--- config.mk ---
export PLATFORM = sky130hd
export DESIGN_NAME = resp_steer_top
export DESIGN_NICKNAME = d
export VERILOG_FILES = /design/src/logic/graph_cu_pkg.sv /design/src/logic/resp_steer_top.sv /design/src/logic/lane_accumulator.sv /design/src/logic/struct_lane_demux.sv /design/src/logic/resp_tag_decode.sv
export SDC_FILE = /design/constraint.sdc
export NUM_CORES = 1
export LEC_CHECK = 0
export BUFFER_PORTS_ARGS = -buffer_cell sky130_fd_sc_hd__buf_2
export CELL_PAD_IN_SITES_DETAIL_PLACEMENT = 1
export CELL_PAD_IN_SITES_GLOBAL_PLACEMENT = 2
export CORE_MARGIN = 10
export CORE_UTILIZATION = 37
export CTS_CLUSTER_DIAMETER = 50
export DETAILED_ROUTE_END_ITERATION = 10
export PLACE_DENSITY = 0.82
export SLEW_MARGIN = 20
export SYNTH_ARGS = -nofsm -noshare
export SYNTH_HDL_FRONTEND = slang
export SYNTH_SLANG_ARGS = --single-unit
--- constraint.sdc ---
create_clock -name clock -period 3.1 [get_ports clock]
set_input_delay 0.465 -clock clock [delete_from_list [all_inputs] [get_ports clock]]
set_output_delay 0.465 -clock clock [all_outputs]
set_load 0.03 [all_outputs]
--- src/logic/graph_cu_pkg.sv ---
// Shared definitions for the graph compute unit read-response path
// Memory structure types, raw tag codes, widths and demux lane indices

package graph_cu_pkg;

	// ----------------------------------------------------------------------
	// Memory structures a response word can belong to
	// ----------------------------------------------------------------------
	typedef enum logic [2:0] {
		STRUCT_INVALID,
		EDGE_ARRAY_SRC,
		EDGE_ARRAY_DEST,
		EDGE_ARRAY_WEIGHT,
		READ_GRAPH_DATA,
		WRITE_GRAPH_DATA
	} array_struct_type;

	// ----------------------------------------------------------------------
	// Raw response tag as returned by the memory port
	// ----------------------------------------------------------------------
	localparam int TAG_WIDTH = 3;

	// Codes 0, 6 and 7 are not assigned
	localparam logic [TAG_WIDTH-1:0] TAG_EDGE_SRC    = 3'd1;
	localparam logic [TAG_WIDTH-1:0] TAG_EDGE_DEST   = 3'd2;
	localparam logic [TAG_WIDTH-1:0] TAG_EDGE_WEIGHT = 3'd3;
	localparam logic [TAG_WIDTH-1:0] TAG_GRAPH_READ  = 3'd4;
	localparam logic [TAG_WIDTH-1:0] TAG_GRAPH_WRITE = 3'd5;

	// ----------------------------------------------------------------------
	// Datapath widths and lane map
	// ----------------------------------------------------------------------
	localparam int DATA_WIDTH  = 32;
	localparam int COUNT_WIDTH = 16;
	localparam int BUS_WIDTH   = 2;

	// Edge destination indices on lane 0, vertex data on lane 1
	localparam int LANE_EDGE_DEST  = 0;
	localparam int LANE_GRAPH_DATA = 1;

endpackage
--- src/logic/resp_steer_top.sv ---
// Read-response steering path
// Decode, lane demux and per-lane statistics for memory responses of the
// graph compute unit; lane outputs trail the input strobe by 4 cycles

module resp_steer_top import graph_cu_pkg::*; (
	input  logic                   clock,
	input  logic                   rstn,
	input  logic                   resp_valid,
	input  logic [TAG_WIDTH-1:0]   resp_tag,
	input  logic [DATA_WIDTH-1:0]  resp_data,
	output logic                   edge_dest_valid,
	output logic [DATA_WIDTH-1:0]  edge_dest_data,
	output logic                   graph_data_valid,
	output logic [DATA_WIDTH-1:0]  graph_data,
	output logic [COUNT_WIDTH-1:0] edge_dest_count,
	output logic [DATA_WIDTH-1:0]  edge_dest_sum,
	output logic [COUNT_WIDTH-1:0] graph_data_count,
	output logic [DATA_WIDTH-1:0]  graph_data_sum,
	output logic                   tag_error
);

	// Decode to demux
	logic                  dec_valid;
	array_struct_type      dec_struct;
	logic [DATA_WIDTH-1:0] dec_data;

	// Demux lanes
	logic [BUS_WIDTH-1:0]  lane_valid;
	logic [DATA_WIDTH-1:0] lane_data [BUS_WIDTH];

	// ----------------------------------------------------------------------
	// Datapath stages
	// ----------------------------------------------------------------------
	resp_tag_decode u_decode (
		.clock      (clock),
		.rstn       (rstn),
		.resp_valid (resp_valid),
		.resp_tag   (resp_tag),
		.resp_data  (resp_data),
		.dec_valid  (dec_valid),
		.dec_struct (dec_struct),
		.dec_data   (dec_data),
		.tag_error  (tag_error)
	);

	struct_lane_demux #(
		.payload_t (logic [DATA_WIDTH-1:0])
	) u_demux (
		.clock      (clock),
		.rstn       (rstn),
		.enabled_in (dec_valid),
		.sel_in     (dec_struct),
		.data_in    (dec_data),
		.lane_valid (lane_valid),
		.lane_data  (lane_data)
	);

	// Lane outputs by index
	assign edge_dest_valid  = lane_valid[LANE_EDGE_DEST];
	assign edge_dest_data   = lane_data[LANE_EDGE_DEST];
	assign graph_data_valid = lane_valid[LANE_GRAPH_DATA];
	assign graph_data       = lane_data[LANE_GRAPH_DATA];

	// ----------------------------------------------------------------------
	// Statistics, one per lane
	// ----------------------------------------------------------------------
	lane_accumulator u_acc_edge_dest (
		.clock      (clock),
		.rstn       (rstn),
		.lane_valid (lane_valid[LANE_EDGE_DEST]),
		.lane_data  (lane_data[LANE_EDGE_DEST]),
		.word_count (edge_dest_count),
		.word_sum   (edge_dest_sum)
	);

	lane_accumulator u_acc_graph_data (
		.clock      (clock),
		.rstn       (rstn),
		.lane_valid (lane_valid[LANE_GRAPH_DATA]),
		.lane_data  (lane_data[LANE_GRAPH_DATA]),
		.word_count (graph_data_count),
		.word_sum   (graph_data_sum)
	);

endmodule

--- src/logic/lane_accumulator.sv ---
// Per-lane word statistics
// Counts the words delivered on one demux lane and keeps their running sum,
// both wrapping at their register width

module lane_accumulator import graph_cu_pkg::*; (
	input  logic                   clock,
	input  logic                   rstn,
	input  logic                   lane_valid,
	input  logic [DATA_WIDTH-1:0]  lane_data,
	output logic [COUNT_WIDTH-1:0] word_count,
	output logic [DATA_WIDTH-1:0]  word_sum
);

	logic [COUNT_WIDTH-1:0] count_next;
	logic [DATA_WIDTH-1:0]  sum_next;

	// ----------------------------------------------------------------------
	// Next-state arithmetic
	// ----------------------------------------------------------------------
	always_comb begin
		count_next = word_count;
		sum_next   = word_sum;
		if (lane_valid) begin
			// Both wrap modulo their register width
			count_next = word_count + 1'b1;
			sum_next   = word_sum + lane_data;
		end
	end

	// ----------------------------------------------------------------------
	// Statistics registers
	// ----------------------------------------------------------------------
	always_ff @(posedge clock or negedge rstn) begin
		if (!rstn) begin
			word_count <= '0;
			word_sum   <= '0;
		end else begin
			word_count <= count_next;
			word_sum   <= sum_next;
		end
	end

	// Count only moves on the cycle after a lane word
	a_count_hold : assert property (@(posedge clock) disable iff (!rstn)
		!lane_valid |=> $stable(word_count));

endmodule

--- src/logic/struct_lane_demux.sv ---
// Structure-type lane demux
// Steers a payload onto the lane owned by its structure type: edge destination
// indices to one lane, vertex graph data to the other, everything else dropped.
// Three register stages, input, enable-gated hold and output

module struct_lane_demux import graph_cu_pkg::*; #(
	parameter type payload_t = logic [DATA_WIDTH-1:0]
) (
	input  logic                 clock,
	input  logic                 rstn,
	input  logic                 enabled_in,
	input  array_struct_type     sel_in,
	input  payload_t             data_in,
	output logic [BUS_WIDTH-1:0] lane_valid,
	output payload_t             lane_data [BUS_WIDTH]
);

	logic             enabled;
	array_struct_type sel_internal;
	payload_t         data_internal;
	array_struct_type sel_held;
	payload_t         data_held;
	logic [BUS_WIDTH-1:0] lane_valid_next;
	payload_t             lane_data_next [BUS_WIDTH];

	// ----------------------------------------------------------------------
	// Stage 1, input capture
	// ----------------------------------------------------------------------
	always_ff @(posedge clock or negedge rstn) begin
		if (!rstn) begin
			enabled       <= 1'b0;
			sel_internal  <= STRUCT_INVALID;
			data_internal <= '0;
		end else begin
			enabled       <= enabled_in;
			sel_internal  <= sel_in;
			data_internal <= data_in;
		end
	end

	// ----------------------------------------------------------------------
	// Stage 2, keep only enabled words
	// ----------------------------------------------------------------------
	always_ff @(posedge clock or negedge rstn) begin
		if (!rstn) begin
			sel_held  <= STRUCT_INVALID;
			data_held <= '0;
		end else if (enabled) begin
			sel_held  <= sel_internal;
			data_held <= data_internal;
		end else begin
			// Idle cycle, present nothing to the decoder
			sel_held  <= STRUCT_INVALID;
			data_held <= '0;
		end
	end

	// Lane decoder, unused lanes and types stay zero
	always_comb begin
		lane_valid_next = '0;
		for (int i = 0; i < BUS_WIDTH; i++)
			lane_data_next[i] = '0;
		case (sel_held)
			EDGE_ARRAY_DEST : begin
				lane_valid_next[LANE_EDGE_DEST] = 1'b1;
				lane_data_next[LANE_EDGE_DEST]  = data_held;
			end
			READ_GRAPH_DATA : begin
				lane_valid_next[LANE_GRAPH_DATA] = 1'b1;
				lane_data_next[LANE_GRAPH_DATA]  = data_held;
			end
			default : ;
		endcase
	end

	// ----------------------------------------------------------------------
	// Stage 3, output register
	// ----------------------------------------------------------------------
	always_ff @(posedge clock or negedge rstn) begin
		if (!rstn) begin
			lane_valid <= '0;
			for (int i = 0; i < BUS_WIDTH; i++)
				lane_data[i] <= '0;
		end else begin
			lane_valid <= lane_valid_next;
			lane_data  <= lane_data_next;
		end
	end

	// Each word lands on one lane only
	a_one_lane : assert property (@(posedge clock) disable iff (!rstn)
		$onehot0(lane_valid));

endmodule

--- src/logic/resp_tag_decode.sv ---
// Response tag decode stage
// Registers each memory response and maps its raw tag onto the structure type;
// unknown codes on a valid word raise a sticky error flag

module resp_tag_decode import graph_cu_pkg::*; (
	input  logic                  clock,
	input  logic                  rstn,
	input  logic                  resp_valid,
	input  logic [TAG_WIDTH-1:0]  resp_tag,
	input  logic [DATA_WIDTH-1:0] resp_data,
	output logic                  dec_valid,
	output array_struct_type      dec_struct,
	output logic [DATA_WIDTH-1:0] dec_data,
	output logic                  tag_error
);

	array_struct_type tag_struct;
	logic             tag_known;

	// Combinational tag lookup
	always_comb begin
		tag_known  = 1'b1;
		tag_struct = STRUCT_INVALID;
		case (resp_tag)
			TAG_EDGE_SRC    : tag_struct = EDGE_ARRAY_SRC;
			TAG_EDGE_DEST   : tag_struct = EDGE_ARRAY_DEST;
			TAG_EDGE_WEIGHT : tag_struct = EDGE_ARRAY_WEIGHT;
			TAG_GRAPH_READ  : tag_struct = READ_GRAPH_DATA;
			TAG_GRAPH_WRITE : tag_struct = WRITE_GRAPH_DATA;
			default         : tag_known  = 1'b0;
		endcase
	end

	// Valid, type and payload registers; a dropped or idle cycle leaves STRUCT_INVALID
	always_ff @(posedge clock or negedge rstn) begin
		if (!rstn) begin
			dec_valid  <= 1'b0;
			dec_struct <= STRUCT_INVALID;
			dec_data   <= '0;
			tag_error  <= 1'b0;
		end else begin
			dec_valid  <= resp_valid && tag_known;
			dec_struct <= (resp_valid && tag_known) ? tag_struct : STRUCT_INVALID;
			dec_data   <= resp_data;
			// Sticky until reset
			if (resp_valid && !tag_known)
				tag_error <= 1'b1;
		end
	end

	// A valid word always carries a real structure type downstream
	a_valid_has_type : assert property (@(posedge clock) disable iff (!rstn)
		dec_valid |-> dec_struct != STRUCT_INVALID);

endmodule

==> out/qor.csv <==
metric,value,unit
hp-class,in -> reg,
cp.depth,10,
synthArstFlopShare,100,%
fin_skew,0.0119,ns
die-area,0.0407,mm²
arrival,3.38,ns
crit_path_end_kind,flop,
clock.fmax,340,MHz
root_buffer,clkbuf_16,
power,8.64,mW
core,0.0325,mm²
grt_pass1_wl,53600,µm
vias,8639,
fillers,3605,
netlist_area,0.0122,mm²
grt_max_degree,87,
yosys.area.top_type,dfrtp_1,
antenna_found_initial,0,
synthSimpleGateAreaFrac,13.1,%
num_antenna_cells,0,
final_nets,1373,
port_buffers,200,
ant_nets,0,
gp_congestion,0.830,
ys_warn_count,0,
crit_path_start_kind,flop,
critPathMaxFanout,6,
synth.net_count,1150,
start_util,37.5,%
period_needed,2.94,ns
drive_gt1_share,27.6,%
wl_per_cell,19.3,µm
critPathMaxStageDelay,0.47,ns
crit_slowest_cell,or4_1,
hold_violations,0,
crit_buf_inv,0,
io_pins,201,
synth_compound_area_share,11.0,%
drt_first_pass_iters,4,
grt_usage,16.3,%
synth_area_leaders,"dfrtp_1 55%, ha_1 6.8%, and2_1 5.2%",
h-tree-depth,2,
routed_wl,33400,µm
ys_seq_elements,270,
synth_area_per_cell,11.7,µm²
seq_area,0.00676,mm²
hold_depth,1,
multiInputGateArea,0.00527,mm²
period_share,95.0,%
worstRegToRegCells,10,
leakage,8.03,nW
cts_tree,built,
synth_fa_ha_area_share,7.18,%
clockPowerShare,48.8,%
cts-buffers-inserted,37,
rows,66,
p_per_area,572,mW/mm²
seqPwrFrac,43.8,%
clock_sinks,270,
fin_tns_setup,0,ns
overflow,0,
status,completed,
drt_iter0_drc,285,
final_max_slew_viol_count,0,
max_cap_viol_count,0,
synth_top_family_by_area,simple AND/OR/NAND/NOR gates,
netlist_instances,1044,
die_w,202,µm
synthMuxAreaShare,5.15,%
post_drt_via_cell_ratio,4.98,
power_switching,2.16,mW
synth_edf_count,0,
internal_power,6.48,mW
netlist.area_leader.share,55.4,%
drc,0,
path_cells,"ha_1, o21ai_0, o21ai_0, o21ai_2, o41ai_4, a311oi_2, o21ai_2, a21oi_1, or4_1, nand3_1",
crit_type,reg -> reg,
cp_top_family,compound AO/OA/AOI/OAI gates,
irDropWorstVdd,0.000324,V
switching_share,25.0,%
ys.flop_type,dfrtp_1,
setup_viol_count_final,0,
grt_pass1_vias,9526,
clkLatencyLatePin,0.51,ns
synth_xor_area_share,6.24,%
pwr-share-comb,7.4,%
dp_hpwl,24800,µm
die_h,202,µm
cts_max_path_buffers,3,
ys_seq_area_share,55.4,%
slew-limit-headroom,57.3,%
area_growth,23.7,%
worst-slew-pin-transition,0.641,ns
ys_types,62,
path_clk_slew,0.06,ns
crit_required,3.54,ns
-- logic make-up (layout without fill, tap and decap cells) --
group | count (synthesis) | in the layout
buffers and inverters | 62 | 310
XOR/XNOR | 87 | 87
flip-flops | 270 | 270
multiplexers | 56 | 56
AND/OR/NAND/NOR | 294 | 294
AO/OA/AOI/OAI | 206 | 206
adder cells (fa/ha/maj) | 69 | 69
-- cell usage in the layout, fill, tap and decap left out, drive strengths merged, types with 3 or more instances in the layout --
cell	instances
a211oi	14
a21o	35
a21oi	69
a31oi	8
and2	102
and3	13
buf	221
bufinv	3
clkbuf	49
dfrtp	270
ha	66
inv	33
mux2	54
nand2	39
nand2b	3
nand3	30
nand3b	3
nand4	20
nor2	45
nor2b	13
nor3	12
nor3b	5
o211ai	6
o21a	4
o21ai	32
o21bai	13
o22ai	5
or3	4
xnor2	61
xor2	26
-- metal layers --
layer | vias up | routed length (µm) | track usage, %
met2 | 160 | 16500 | 27.9
met1 | 4313 | 14600 | 20.3
li1 | 4108 | - | -
met3 | 58 | 1620 | 3.58
met4 | 0 | 753 | 4.43
met5 | - | 0 | 0
-- final timing paths --
kind	from	slack, ns	endpoint
max	u_demux.lane_data[39]$_DFF_PN0_	0.16	u_acc_edge_dest.word_sum[30]$_DFFE_PN0P_
min	resp_data[2]	0.06	u_decode.dec_data[2]$_DFF_PN0_
max reg2reg	u_demux.lane_data[39]$_DFF_PN0_	0.16	u_acc_edge_dest.word_sum[30]$_DFFE_PN0P_
min reg2reg	u_decode.dec_struct[2]$_DFF_PN0_	0.35	u_demux.sel_internal[2]$_DFF_PN0_
max in group asynchronous	rstn	1.78	u_demux.data_internal[29]$_DFF_PN0_
min in group asynchronous	rstn	0.55	u_decode.dec_data[2]$_DFF_PN0_
-- worst register-to-register path: stages (launching register included) --
cell and delay, ns:
dfrtp_1 0.42, ha_1 0.40, o21ai_0 0.16, o21ai_0 0.25, o21ai_2 0.13, o41ai_4 0.38, a311oi_2 0.20, o21ai_2 0.23
a21oi_1 0.13, or4_1 0.47, nand3_1 0.10
-- registers in the layout, indices dropped and copies added, names as in the netlist, 2 cells and up --
signal                       cells
u_demux.data_held               32
u_acc_graph_data.word_sum       32
u_acc_edge_dest.word_sum        32
u_demux.sel_held                 3
u_acc_graph_data.word_count     16
u_demux.sel_internal             3
u_decode.dec_struct              3
u_acc_edge_dest.word_count      16
u_demux.data_internal           32
u_demux.lane_valid               2
u_demux.lane_data               64
u_decode.dec_data               32
-- power groups by stage --
stage	Combinational [mW]	Sequential (mW)	Clock, mW
2_1_floorplan	0.231	3.96	0
3_3_place_gp	0.636	3.84	0
3_5_place_dp	0.648	3.85	0
4_1_cts	0.654	3.79	4.34
5_1_grt	0.713	3.80	4.51
6_report	0.639	3.78	4.22
-- metrics by stage --
stage          hold slack [ns]  setup slack [ns]  std cells  cell area (µm²)  utilization (%)
2_1_floorplan            0.169             0.142       1044            12200                -
3_3_place_gp             0.331             0.102       1668            13800             42.4
3_5_place_dp             0.336            0.0568       1668            13800             42.4
4_1_cts                 0.0368            0.0177       1733            15000             46.2
5_1_grt                 0.0362           -0.0229       1734            15100             46.4
6_report                0.0597             0.156       1734            15100             46.4
-- repair_timing --
action | CTS | global route
pin swaps | 1 | 2
endpoints found under the hold margin | 70 | 0
buffers inserted | 0 | 1
hold buffers | 1 | 0
resized for setup | 0 | 10
endpoints found under the setup margin | 1 | 11
-- Yosys cell counts (5+ instances only) --
| library cell | instances |
|---|---|
| ha_1 | 66 |
| a21oi_1 | 67 |
| nor2_1 | 45 |
| clkbuf_1 | 35 |
| o21ai_0 | 24 |
| xor2_1 | 26 |
| xnor2_1 | 61 |
| a211oi_1 | 14 |
| inv_1 | 24 |
| and3_1 | 13 |
| nor3b_1 | 5 |
| o21ai_1 | 7 |
| nand4_1 | 20 |
| a21o_1 | 34 |
| nand2_1 | 39 |
| nor2b_1 | 13 |
| o211ai_1 | 5 |
| nand3_1 | 30 |
| nor3_1 | 12 |
| a31oi_1 | 8 |
| mux2_2 | 54 |
| dfrtp_1 | 270 |
| and2_1 | 102 |
| o21bai_1 | 13 |
-- area by class of cell --
class | instances | share of cell area (%)
clock buffer | 49 | 6.76
clock inverter | 15 | 1.29
inverter | 24 | 0.597
multi-input combinational | 712 | 34.9
sequential | 270 | 44.8
tap | 442 | 3.66
timing repair buffer | 222 | 7.97
(Power assumes the default switching activity.)
